## src/design/hist_defs.svh

```systemverilog
`ifndef HIST_DEFS_SVH
`define HIST_DEFS_SVH

// raw sample code width
`define SAMPLE_WIDTH 10
// bins per histogram and the index width
`define BIN_COUNT 16
`define BIN_WIDTH 4
// per-bin counter, saturates at all ones
`define COUNT_WIDTH 8
// log2 of codes per fine bin
`define FINE_SHIFT 2
// log2 of codes per coarse bin, also the fine window span
`define WIN_SHIFT 6

// apb bus widths
`define APB_ADDR_WIDTH 8
`define APB_DATA_WIDTH 32

// register map
`define REG_CTRL 8'h00
`define REG_STATUS 8'h04
`define REG_COARSE 8'h08
`define REG_WINLO 8'h0C
`define REG_FINE 8'h10

`endif
```

## src/design/histTypesPkg.sv

```systemverilog
`include "hist_defs.svh"

package histTypesPkg;

    // which histogram a sample belongs to
    typedef enum logic {
        passCoarse = 1'b0,
        passFine   = 1'b1
    } passT;

    // one sample code
    typedef logic [`SAMPLE_WIDTH-1:0] codeT;

    // sample as it enters the pipeline
    // tagged with the pass active at acceptance
    typedef struct packed {
        codeT value;
        passT pass;
    } sampleT;

    // mapped request toward the count memory
    typedef struct packed {
        logic [`BIN_WIDTH-1:0] bin;
    } binReqT;

endpackage

```

## src/design/histRegPkg.sv

```systemverilog
`include "hist_defs.svh"

package histRegPkg;

    // control word, bit 0 is enable
    // clear and finish are single-cycle strobes
    typedef struct packed {
        logic               clear;
        logic               finish;
        histTypesPkg::passT pass;
        logic               enable;
    } ctrlT;

    // status word, bit 0 is fineDone
    typedef struct packed {
        logic busy;
        logic coarseDone;
        logic fineDone;
    } statusT;

    // scan results
    // winLo is the first code of the fine window
    // fineValue is the centre code of the fine peak bin
    typedef struct packed {
        logic [`BIN_WIDTH-1:0]    coarseBin;
        logic [`SAMPLE_WIDTH-1:0] winLo;
        logic [`SAMPLE_WIDTH-1:0] fineValue;
    } peakT;

endpackage

```

## src/design/histTop.sv

```systemverilog
`timescale 1ns/100ps
`include "hist_defs.svh"

module histTop (
    input  logic                       clk,
    input  logic                       rstN,
    input  logic [`SAMPLE_WIDTH-1:0]   sampleData,
    input  logic                       sampleValid,
    output logic                       sampleReady,
    input  logic                       psel,
    input  logic                       penable,
    input  logic                       pwrite,
    input  logic [`APB_ADDR_WIDTH-1:0] paddr,
    input  logic [`APB_DATA_WIDTH-1:0] pwdata,
    output logic [`APB_DATA_WIDTH-1:0] prdata,
    output logic                       pready,
    output logic                       pslverr
);

    histRegPkg::ctrlT            ctrl;
    histRegPkg::peakT            peak;
    histTypesPkg::sampleT        inSample;
    histTypesPkg::sampleT        stageSample;
    histTypesPkg::binReqT        mapReq;
    histTypesPkg::binReqT        accReq;
    histTypesPkg::codeT          winLo;
    logic                        inStageReady;
    logic                        stageValid;
    logic                        mapperReady;
    logic                        mapValid;
    logic                        reqStageReady;
    logic                        accValid;
    logic                        accReady;
    logic [`BIN_WIDTH-1:0]       scanAddr;
    logic [`COUNT_WIDTH-1:0]     scanCount;
    logic                        clearBusy;
    logic                        accIdle;
    logic                        scanBusy;
    logic                        scanDone;

    // pass tag taken at acceptance
    assign inSample.value = sampleData;
    assign inSample.pass = ctrl.pass;
    // enable gates both sides of the handshake
    assign sampleReady = inStageReady && ctrl.enable;

    // input slice
    pipeStage #(
        .payloadT(histTypesPkg::sampleT)
    ) i_inStage (
        .clk      (clk),
        .rstN     (rstN),
        .inValid  (sampleValid && ctrl.enable),
        .inData   (inSample),
        .outReady (mapperReady),
        .inReady  (inStageReady),
        .outValid (stageValid),
        .outData  (stageSample)
    );

    binMapper i_mapper (
        .clk      (clk),
        .rstN     (rstN),
        .inValid  (stageValid),
        .inData   (stageSample),
        .winLo    (winLo),
        .outReady (reqStageReady),
        .inReady  (mapperReady),
        .outValid (mapValid),
        .outData  (mapReq)
    );

    // request slice ahead of the memory
    pipeStage #(
        .payloadT(histTypesPkg::binReqT)
    ) i_reqStage (
        .clk      (clk),
        .rstN     (rstN),
        .inValid  (mapValid),
        .inData   (mapReq),
        .outReady (accReady),
        .inReady  (reqStageReady),
        .outValid (accValid),
        .outData  (accReq)
    );

    binAccumulator i_acc (
        .clk        (clk),
        .rstN       (rstN),
        .inValid    (accValid),
        .inData     (accReq),
        .clearStart (ctrl.clear),
        .scanAddr   (scanAddr),
        .inReady    (accReady),
        .scanCount  (scanCount),
        .clearBusy  (clearBusy),
        .idle       (accIdle)
    );

    peakScanner i_scanner (
        .clk         (clk),
        .rstN        (rstN),
        .finishStart (ctrl.finish),
        .pass        (ctrl.pass),
        .scanCount   (scanCount),
        .idle        (accIdle),
        .scanAddr    (scanAddr),
        .scanBusy    (scanBusy),
        .peak        (peak),
        .winLo       (winLo),
        .scanDone    (scanDone)
    );

    histApbRegs i_regs (
        .clk       (clk),
        .rstN      (rstN),
        .psel      (psel),
        .penable   (penable),
        .pwrite    (pwrite),
        .paddr     (paddr),
        .pwdata    (pwdata),
        .peak      (peak),
        .scanDone  (scanDone),
        .scanBusy  (scanBusy),
        .clearBusy (clearBusy),
        .prdata    (prdata),
        .pready    (pready),
        .pslverr   (pslverr),
        .ctrl      (ctrl)
    );

endmodule

```

## src/design/histApbRegs.sv

```systemverilog
`timescale 1ns/100ps
`include "hist_defs.svh"

module histApbRegs (
    input  logic                       clk,
    input  logic                       rstN,
    input  logic                       psel,
    input  logic                       penable,
    input  logic                       pwrite,
    input  logic [`APB_ADDR_WIDTH-1:0] paddr,
    input  logic [`APB_DATA_WIDTH-1:0] pwdata,
    input  histRegPkg::peakT           peak,
    input  logic                       scanDone,
    input  logic                       scanBusy,
    input  logic                       clearBusy,
    output logic [`APB_DATA_WIDTH-1:0] prdata,
    output logic                       pready,
    output logic                       pslverr,
    output histRegPkg::ctrlT           ctrl
);

    localparam int DW = `APB_DATA_WIDTH;
    localparam int CW = $bits(histRegPkg::ctrlT);

    logic               enableReg;
    histTypesPkg::passT passReg;
    logic               clearStb;
    logic               finishStb;
    logic               coarseDone;
    logic               fineDone;
    logic               busy;
    logic               ctrlWrite;
    histRegPkg::ctrlT   wrCtrl;
    histRegPkg::ctrlT   rdCtrl;
    histRegPkg::statusT status;

    // zero wait states, never an error
    assign pready = 1'b1;
    assign pslverr = 1'b0;

    // write lands in the access phase
    assign ctrlWrite = psel && penable && pwrite && (paddr == `REG_CTRL);
    assign wrCtrl = histRegPkg::ctrlT'(pwdata[CW-1:0]);

    always_ff @(posedge clk or negedge rstN) begin
        if (!rstN) begin
            enableReg <= 1'b0;
            passReg <= histTypesPkg::passCoarse;
            clearStb <= 1'b0;
            finishStb <= 1'b0;
        end else begin
            // strobes last one cycle
            clearStb <= ctrlWrite && wrCtrl.clear;
            finishStb <= ctrlWrite && wrCtrl.finish;
            if (ctrlWrite) begin
                enableReg <= wrCtrl.enable;
                passReg <= wrCtrl.pass;
            end
        end
    end

    // done bits per pass
    // finish write clears the one it targets
    always_ff @(posedge clk or negedge rstN) begin
        if (!rstN) begin
            coarseDone <= 1'b0;
            fineDone <= 1'b0;
        end else if (ctrlWrite && wrCtrl.finish) begin
            if (wrCtrl.pass == histTypesPkg::passCoarse) begin
                coarseDone <= 1'b0;
            end else begin
                fineDone <= 1'b0;
            end
        end else if (scanDone) begin
            if (passReg == histTypesPkg::passCoarse) begin
                coarseDone <= 1'b1;
            end else begin
                fineDone <= 1'b1;
            end
        end
    end

    // strobe cycles count as busy too
    assign busy = clearStb || finishStb || scanBusy || clearBusy;

    // samples are held off while busy
    assign ctrl.clear = clearStb;
    assign ctrl.finish = finishStb;
    assign ctrl.pass = passReg;
    assign ctrl.enable = enableReg && !busy;

    // read views
    assign rdCtrl.clear = 1'b0;
    assign rdCtrl.finish = 1'b0;
    assign rdCtrl.pass = passReg;
    assign rdCtrl.enable = enableReg;
    assign status.busy = busy;
    assign status.coarseDone = coarseDone;
    assign status.fineDone = fineDone;

    // read mux, decoded from paddr alone
    always_comb begin
        case (paddr)
            `REG_CTRL:   prdata = DW'(rdCtrl);
            `REG_STATUS: prdata = DW'(status);
            `REG_COARSE: prdata = DW'(peak.coarseBin);
            `REG_WINLO:  prdata = DW'(peak.winLo);
            `REG_FINE:   prdata = DW'(peak.fineValue);
            default:     prdata = '0;
        endcase
    end

endmodule

```

## src/design/peakScanner.sv

```systemverilog
`timescale 1ns/100ps
`include "hist_defs.svh"

module peakScanner (
    input  logic                    clk,
    input  logic                    rstN,
    input  logic                    finishStart,
    input  histTypesPkg::passT      pass,
    input  logic [`COUNT_WIDTH-1:0] scanCount,
    input  logic                    idle,
    output logic [`BIN_WIDTH-1:0]   scanAddr,
    output logic                    scanBusy,
    output histRegPkg::peakT        peak,
    output histTypesPkg::codeT      winLo,
    output logic                    scanDone
);

    localparam int BW = `BIN_WIDTH;
    localparam logic [BW-1:0] LAST_BIN = BW'(`BIN_COUNT - 1);
    // enough cycles for the last accepted sample to reach the memory
    localparam logic [1:0] DRAIN_CYCLES = 2'd2;
    // half a fine bin
    localparam histTypesPkg::codeT CENTRE = histTypesPkg::codeT'((1 << `FINE_SHIFT) >> 1);

    typedef enum logic [2:0] {
        sIdle,
        sWait,
        sScan,
        sFinal,
        sDone
    } stateT;

    stateT                   state;
    logic [1:0]              drainCnt;
    histTypesPkg::passT      scanPass;
    logic [`COUNT_WIDTH-1:0] bestCount;
    logic [BW-1:0]           bestBin;

    always_ff @(posedge clk or negedge rstN) begin
        if (!rstN) begin
            state <= sIdle;
            drainCnt <= '0;
            scanPass <= histTypesPkg::passCoarse;
            scanAddr <= '0;
            bestCount <= '0;
            bestBin <= '0;
            peak <= '0;
        end else begin
            case (state)
                sIdle: begin
                    // pass is latched so a later ctrl write can't change it
                    if (finishStart) begin
                        state <= sWait;
                        drainCnt <= DRAIN_CYCLES;
                        scanPass <= pass;
                    end
                end
                sWait: begin
                    // input is gated, let in-flight samples land
                    if (drainCnt != '0) begin
                        drainCnt <= drainCnt - 1'b1;
                    end else if (idle) begin
                        state <= sScan;
                        scanAddr <= '0;
                    end
                end
                sScan: begin
                    // strict compare keeps the lowest bin on ties
                    if (scanAddr == '0 || scanCount > bestCount) begin
                        bestCount <= scanCount;
                        bestBin <= scanAddr;
                    end
                    if (scanAddr == LAST_BIN) begin
                        state <= sFinal;
                    end else begin
                        scanAddr <= scanAddr + 1'b1;
                    end
                end
                sFinal: begin
                    if (scanPass == histTypesPkg::passCoarse) begin
                        // window starts at the coarse bin base
                        peak.coarseBin <= bestBin;
                        peak.winLo <= histTypesPkg::codeT'(bestBin) << `WIN_SHIFT;
                    end else begin
                        // centre code of the fine bin
                        peak.fineValue <= peak.winLo
                                        + (histTypesPkg::codeT'(bestBin) << `FINE_SHIFT)
                                        + CENTRE;
                    end
                    state <= sDone;
                end
                sDone: begin
                    state <= sIdle;
                end
                default: begin
                    state <= sIdle;
                end
            endcase
        end
    end

    assign scanBusy = (state != sIdle);
    // one-cycle pulse, results already stored
    assign scanDone = (state == sDone);
    // window start for the fine mapper
    assign winLo = peak.winLo;

endmodule

```

## src/design/binAccumulator.sv

```systemverilog
`timescale 1ns/100ps
`include "hist_defs.svh"

module binAccumulator (
    input  logic                     clk,
    input  logic                     rstN,
    input  logic                     inValid,
    input  histTypesPkg::binReqT     inData,
    input  logic                     clearStart,
    input  logic [`BIN_WIDTH-1:0]    scanAddr,
    output logic                     inReady,
    output logic [`COUNT_WIDTH-1:0]  scanCount,
    output logic                     clearBusy,
    output logic                     idle
);

    localparam int BW = `BIN_WIDTH;
    localparam logic [BW-1:0] LAST_BIN = BW'(`BIN_COUNT - 1);

    // count memory
    logic [`COUNT_WIDTH-1:0] counts [`BIN_COUNT];
    logic [BW-1:0]           clearAddr;
    logic                    accept;
    logic                    atMax;

    // no requests taken while the sweep runs
    assign inReady = !clearBusy;
    assign accept = inValid && inReady;
    // saturation check on the addressed bin
    assign atMax = &counts[inData.bin];

    // clear sweep, one address per cycle
    always_ff @(posedge clk or negedge rstN) begin
        if (!rstN) begin
            clearBusy <= 1'b0;
            clearAddr <= '0;
        end else if (clearStart) begin
            clearBusy <= 1'b1;
            clearAddr <= '0;
        end else if (clearBusy) begin
            clearAddr <= clearAddr + 1'b1;
            if (clearAddr == LAST_BIN) begin
                clearBusy <= 1'b0;
            end
        end
    end

    // read-modify-write in one cycle
    // sweep wins over any request
    always_ff @(posedge clk) begin
        if (clearBusy) begin
            counts[clearAddr] <= '0;
        end else if (accept && !atMax) begin
            counts[inData.bin] <= counts[inData.bin] + 1'b1;
        end
    end

    // scanner read port, combinational
    assign scanCount = counts[scanAddr];

    // nothing waiting to be written
    assign idle = !inValid && !clearBusy;

endmodule

```

## src/design/binMapper.sv

```systemverilog
`timescale 1ns/100ps
`include "hist_defs.svh"

module binMapper (
    input  logic                 clk,
    input  logic                 rstN,
    input  logic                 inValid,
    input  histTypesPkg::sampleT inData,
    input  histTypesPkg::codeT   winLo,
    input  logic                 outReady,
    output logic                 inReady,
    output logic                 outValid,
    output histTypesPkg::binReqT outData
);

    localparam int SW = `SAMPLE_WIDTH;
    localparam int BW = `BIN_WIDTH;
    // fine window covers one coarse bin
    localparam histTypesPkg::codeT WINDOW_SPAN = histTypesPkg::codeT'(1 << `WIN_SHIFT);

    histTypesPkg::codeT offset;
    logic               inWindow;
    logic               keep;
    logic [BW-1:0]      binIdx;

    // distance from window start, wraps when below it
    assign offset = inData.value - winLo;
    assign inWindow = (inData.value >= winLo) && (offset < WINDOW_SPAN);

    always_comb begin
        if (inData.pass == histTypesPkg::passCoarse) begin
            // coarse bin from the top bits
            binIdx = inData.value[SW-1 -: BW];
            keep = 1'b1;
        end else begin
            // fine bin, 4 codes each
            binIdx = offset[`FINE_SHIFT +: BW];
            keep = inWindow;
        end
    end

    // registered output slice
    assign inReady = !outValid || outReady;

    // out-of-window samples are consumed and leave a bubble
    always_ff @(posedge clk or negedge rstN) begin
        if (!rstN) begin
            outValid <= 1'b0;
        end else if (inReady) begin
            outValid <= inValid && keep;
        end
    end

    always_ff @(posedge clk) begin
        if (inReady && inValid) begin
            outData.bin <= binIdx;
        end
    end

endmodule

```

## src/design/pipeStage.sv

```systemverilog
`timescale 1ns/100ps

module pipeStage #(
    parameter type payloadT = logic
) (
    input  logic    clk,
    input  logic    rstN,
    input  logic    inValid,
    input  payloadT inData,
    input  logic    outReady,
    output logic    inReady,
    output logic    outValid,
    output payloadT outData
);

    // takes a new entry when empty or draining this cycle
    assign inReady = !outValid || outReady;

    // occupancy flag
    always_ff @(posedge clk or negedge rstN) begin
        if (!rstN) begin
            outValid <= 1'b0;
        end else if (inReady) begin
            outValid <= inValid;
        end
    end

    // payload only moves on a transfer
    // held while the consumer stalls
    always_ff @(posedge clk) begin
        if (inReady && inValid) begin
            outData <= inData;
        end
    end

endmodule

```

## config.mk

```make
export PLATFORM = sky130hd
export DESIGN_NAME = histTop
export DESIGN_NICKNAME = d
export VERILOG_FILES = /design/src/design/histTypesPkg.sv /design/src/design/histRegPkg.sv /design/src/design/histTop.sv /design/src/design/histApbRegs.sv /design/src/design/peakScanner.sv /design/src/design/binAccumulator.sv /design/src/design/binMapper.sv /design/src/design/pipeStage.sv
export VERILOG_INCLUDE_DIRS = /design/src /design/src/design
export SDC_FILE = /design/constraint.sdc
export NUM_CORES = 1
export LEC_CHECK = 0
export ABC_AREA = 1
export BUFFER_PORTS_ARGS = -buffer_cell sky130_fd_sc_hd__buf_4
export CAP_MARGIN = 15
export CORE_MARGIN = 10
export CORE_UTILIZATION = 25
export CTS_CLUSTER_DIAMETER = 80
export DETAILED_ROUTE_END_ITERATION = 7
export PLACE_DENSITY = 0.44
export RECOVER_POWER = 25
export SYNTH_ARGS = -nofsm -noshare
export SYNTH_HDL_FRONTEND = slang
export SYNTH_SLANG_ARGS = --single-unit
```

## constraint.sdc

```tcl
create_clock -name clk -period 3.8 [get_ports clk]
set_input_delay 0.19 -clock clk [delete_from_list [all_inputs] [get_ports clk]]
set_output_delay 0.19 -clock clk [all_outputs]
set_load 0.1 [all_outputs]
```

---- After elaboration in Yosys (flattened, before gate mapping) ----
Memory sizes are Yosys's and may differ from the RTL's. A register that Yosys moved wholly into a read port is not among the register bits.
Cells that the tools add are included.
cells by class
  muxes and demuxes ....................... 37
  add/sub/neg operators ................... 7
  eq/ne operators ......................... 19
  order comparisons ....................... 3
  bitwise gates (word level) .............. 1
  reductions and logical operators ........ 50
operator list
  cell                                                                            count
  10-bit case mux with 5 select lines                                             1
  4-bit 2-to-1 mux                                                                8
  1-bit 2-to-1 mux                                                                18
  8-bit by 4-bit equality test with 1-bit output (second input constant)          2
  1-bit logical AND                                                               16
  3-bit 2-to-1 mux                                                                4
  2-bit != test (second input constant)                                           6
  3-bit case mux with 4 select lines                                              1
  2-bit nonzero test                                                              6
  10-bit by 2-bit adder with 10-bit output (second input constant)                1
  10-bit by 6-bit adder with 10-bit output                                        1
  10-bit >= comparator                                                            1
  10-bit by 7-bit less-than comparator with 1-bit output (second input constant)  1
  10-bit subtractor                                                               1
  3-bit AND reduction                                                             3
  4-bit by 1-bit adder with 4-bit output (second input constant)                  2
  8-bit by 1-bit adder with 8-bit output (second input constant)                  1
  4-bit equality test (second input constant)                                     2
  8-bit by 3-bit equality test with 1-bit output (second input constant)          1
  8-bit by 5-bit equality test with 1-bit output (second input constant)          1
  8-bit greater-than comparator                                                   1
  8-bit logical NOT                                                               1
  8-bit 2-to-1 mux                                                                1
  4-bit case mux with 2 select lines                                              1
  other kinds (17)                                                                36
word-level totals
  output and inout port bits .............. 35
  bits of input ports ..................... 56
  bits in registers ....................... 69
  RAM bits ................................ 128
  memories ................................ 1
memories
  name          words  bits a word  rd ports  clocked after Yosys merged registers in  wr ports  RTL line              source
  i_acc.counts  16     8            2         1                                        1         binAccumulator.sv:21  logic [`COUNT_WIDTH-1:0] counts [`BIN_COUNT];

---- Depth between registers and ports, before layout ----
  depth after elaboration ................. 8
  mapped depth ............................ 19

---- Modules after synthesis ----
From an unflattened synthesis, not the netlist that was laid out.
unflattened totals
  cell total of the unflattened synthesis .. 1339
  area total of the unflattened synthesis .. 11359.6 sq um
by module, submodules not included
  module                  times used  cells an instance  area each (sq um)
  binAccumulator          1           801                7185.6
  peakScanner             1           222                1929.4
  histApbRegs             1           142                864.6
  binMapper               1           143                824.5
  pipeStage (i_inStage)   1           17                 375.4
  pipeStage (i_reqStage)  1           10                 165.2
  histTop                 1           4                  15.0

---- Worst setup path after synthesis ----
OpenSTA, ideal clock, no wires.
  path type ............................... input-to-output
  start ................................... in paddr[1]
  end ..................................... out prdata[9]
  arrival ................................. 3.244 ns
  setup slack ............................. 0.366 ns
  path buffers ............................ 0
  stages on the path ...................... 7
  required time ........................... 3.610 ns
  path through ............................ nor2_1 -> inv_1 -> nor3_1 -> nand4_1 -> inv_1 -> a21oi_1 -> o31ai_1
between the ends
  word-level cells in the longest chain between the ends .. 2
ends and longest elaborated chain
  item                                                                          RTL line            source
  from (decl)                                                                   histTop.sv:13       input logic [`APB_ADDR_WIDTH-1:0] paddr,
  8-bit by 5-bit equality test with 1-bit output, or another cell as far along  histApbRegs.sv:103  case (paddr)
  10-bit case mux with 5 select lines *                                         histApbRegs.sv:103
  to (decl)                                                                     histTop.sv:15       output logic [`APB_DATA_WIDTH-1:0] prdata,
Mark *: on every way between the ends. The rest lies on a longest branch, timed or not.

==> results by group <==
Floorplanning
  • Die span in y: 223 um
  • Core Box Area: 40700 um2
  • Number of top-level pins: 91
  • Total Die Area: 49700 um2
  • Floorplan row count: 74
  • Width of the die: 223 um
  • Initial core utilization: 25.3%

Synth
  • Number of synthesized flops with an enable pin: about 150
  • Post-synth ARST share: around 25%
  • Post-Syn Instances: ~1100
  • Post-synthesis sequential element count: between 150 and 200
  • Count of synthesis-stage warnings from yosys: 0
  • Count of unique library cells instantiated by Yosys: 45
  • Primary FF master, synth: edfxtp_1
  • Post-Synthesis Cell Area: 10300 um2
  • Post-synthesis sequential area ratio: 55.0%
  • Average size of a mapped cell: 9.08 um2

Clock network
  • Maximum number of buffers from clock root to sink: 2
  • TritonCTS clock tree: done
  • Clock Sink Count: 198
  • Num CTS Buffers: 17
  • H-tree levels: 4
  • Clock-pin transition on the worst setup and hold timing paths: 0.08 ns
  • Post-CTS setup repair buffer count: 0
  • Root Buffer: clkbuf_16
  • Clock Latency Late Sink: 0.45 ns

GRT
  • Initial antenna violation count: 0
  • Global-route usage over all layers: 11.4%
  • Vias in the first global route: 7836
  • Maximum number of pins on one net before global-route repair: 51
  • Global-route wire length before repair: 44500 um
  • Final global-route overflow total: 0

Placed design
  • Post-DP HPWL: 19300 um
  • Cell Count Post-Placement: 1692
  • Placed inst area: 11200 um2
  • Final RePlAce weighted congestion: 0.822
  • Number of port buffers: 36

Status
  • Violations in the final reports: capacitance limit, slew limit
  • Outcome: finished with violations

Detailed routing
  • Vias per std cell: approximately 4.5
  • Overall routed net length: 28200 um
  • Routed length per placed instance: 16.2 um
  • Number of vias in the routed layout: 7847
  • ANT nets after route: 0
  • Detailed-routing iteration count for the pre-antenna-repair pass: 5
  • Number of design-rule violations left by the first detailed-router iteration: 470
  • Remaining DRCs: 0

Critical path
  • Most numerous cell on the critical path: nand2_1
  • Delay of the slowest critical-path stage: 0.85 ns
  • Kind of start point of the critical path: flop
  • Required time of the critical path: between 3 and 4 ns
  • CP cell instances: buf_4 -> o21ai_0 -> nand2_1 -> nand3_1 -> nand3_1 -> nand2_1 -> nand2_1 -> nor2_2 -> buf_4 -> nand2_4 -> nand2_4 -> nor2_1
  • Critical-path maximum fanout: 38
  • Endpoint type of the worst setup path: flop
  • FF-to-FF setup slack: 0.43 ns
  • Worst setup path class: reg2reg
  • Worst Path Buf+Inv: 2
  • CP max-delay cell: nor2_1
  • Arrival time at the worst endpoint: roughly 3.5 ns
  • Top Family by Delay on Critical Path: simple AND/OR/NAND/NOR gates

Power
  • Power share of the combinational group: 14.0%
  • P per Cell Area: 417 nW/um2
  • Switching share of power: 28.6%
  • Maximum resistive drop on vdd: 318 uV
  • Standby leakage power: 0.00484 uW
  • Internal power of the cells: roughly 3600 uW
  • Net load switching power: 1430 uW
  • Sequential group share of total power: between 40% and 50%
  • Clock group share of total power: 37.6%

Cells and area
  • Number of diodes: 0
  • Fill count: 4287
  • Final Cell Area: ~12000 um2
  • Area taken by multi-input logic gates: 3660 um2
  • Final-stage net count: 1264
  • Sequential cell area: between 5000 and 6000 um2
  • Final instance count without filler cells: 1736
  • Area added between synthesis and finish: 16.0%
  • Layout cell share with drive strength beyond 1: 13.3%

STA
  • Unrepaired setup endpoints after global routing: no
  • Final setup vio count: 0
  • Final-report max-slew violation count: 50
  • Min Clock Period, post-route: 3.37 ns
  • Remaining max-slew budget at the tightest pin: -84.8%
  • Setup tns final: 0 ns
  • Setup clock skew after layout: between 0.01 and 0.015 ns
  • Endpoints failing hold: 0
  • Final worst-path cycle share: 88.6%
  • Slew of the pin with the lowest slew margin: ~2.8 ns
  • Max Fclk: 297 MHz

Hold path
  • Worst Hold Class: in2reg

Run
  • Max-cap violations: 1
-- cells in the mapped netlist, types with 5 or more instances --
cell type  count  share of area [%]
buf_6         10                1.1
nand2_2       16               0.97
clkbuf_1      23               0.84
buf_2         12               0.58
inv_1        151                5.5
a21oi_1       78                3.8
buf_4         27                2.0
nor3_1         6               0.29
or2_1          9               0.55
dfrtp_1       49                 12
o21ai_1        7               0.34
ha_1          17                2.1
nor2_1        67                2.4
nand2_1      194                7.1
nand3_1      113                5.5
buf_1          5               0.18
edfxtp_1     145                 42
nand3_2        7               0.68
o21ai_0      129                6.3
o211ai_1      17                1.2
-- power groups by stage --
stage	clock, uW	sequential (uW)	combinational (uW)
global placement	0	2450	691
finish	1870	2400	699
global route	2010	2410	777
floorplan	0	2430	532
detailed placement	0	2450	696
CTS	1930	2400	707
-- metrics by stage --
stage	util (%)	hold WS (ns)	setup WS, ns	power (uW)
final	29.3	0.0341	0.434	4980
after global routing	29.3	0.0441	0.108	5200
after CTS	29.3	0.00643	0.363	5050
after detailed placement	27.6	0.272	0.380	3150
after global placement	27.6	0.266	0.391	3140
after floorplan	-	-0.106	0.366	2960
-- sequential cells by signal, summed over array words and instances, names as in the netlist, 2 cells and up, named ones only --
register / count
i_acc.counts: 128
i_scanner.peak: 13
i_inStage.outData: 9
i_scanner.bestCount: 8
i_acc.clearAddr: 4
i_mapper.outData: 4
i_reqStage.outData: 4
i_scanner.bestBin: 4
i_scanner.scanAddr: 4
i_scanner.state: 3
i_scanner.drainCnt: 2
-- per-layer routing --
layer / GRT usage [%] / wire [um] / vias up
met5: 0 / 0 / -
met4: 3.66 / 415 / 0
met3: 2.03 / 1030 / 22
met2: 19.5 / 13700 / 157
met1: 14.3 / 13000 / 3775
li1: - / - / 3893
-- placed cells by master (no fill, tap or decap), drive strengths merged, types with 6 or more instances in the layout --
master       synthesis  final
dlygate4sd3          0     12
edfxtp             145    145
ha                  17     17
nand2              212    212
o211ai              17     17
clkbuf              23     27
nor2                69     69
inv                154    160
dfrtp               49     49
buf                 55     72
a21oi               78     78
conb                 2     24
or2                 11     11
nor3                 6      6
o21ai              140    140
nand3              120    120
-- cells by family after synthesis --
group | share of synthesized area (%)
AND/OR/NAND/NOR | 18.7
other | 0.0729
XOR/XNOR | 0.0851
adder cells (fa/ha/maj) | 2.07
AO/OA/AOI/OAI | 13.3
flip-flops | 55.0
buffers and inverters | 10.5
multiplexers | 0.328
-- cell type report --
class / count / area share, %
clock buffers: 17 / 3.56
clock inverters: 15 / 1.40
inverters: 154 / 4.84
multi-input cells: 726 / 30.7
flip-flops and latches: 198 / 47.4
well taps: 532 / 5.57
repair buffers: 94 / 6.55
-- worst paths after layout --
kind	startpoint	to	cells after the start
max	flop	i_acc.counts[2][0]	12
min	pwdata[2]	i_regs.finishStb	3
max reg2reg	flop	i_acc.counts[2][0]	12
min reg2reg	i_mapper.outData[3]	i_reqStage.outData[3]	0
max in group asynchronous	rstN	i_scanner.scanAddr[0]	2
min in group asynchronous	rstN	i_regs.enableReg	2
-- worst register-to-register path: cells and delay by family (launching register included) --
kind                   cells  cell delay (ns)
buffers and inverters      2             0.56
DFF                        1             0.50
AOI/OAI and AO/OA          1             0.20
and+or+nand+nor            9             1.77
-- what timing repair did --
item / 4_1_cts / 5_1_grt
endpoints found under the hold margin: 60 / 0
resized for setup: 0 / 0
hold buffers: 12 / 0
(Power assumes the default switching activity.)
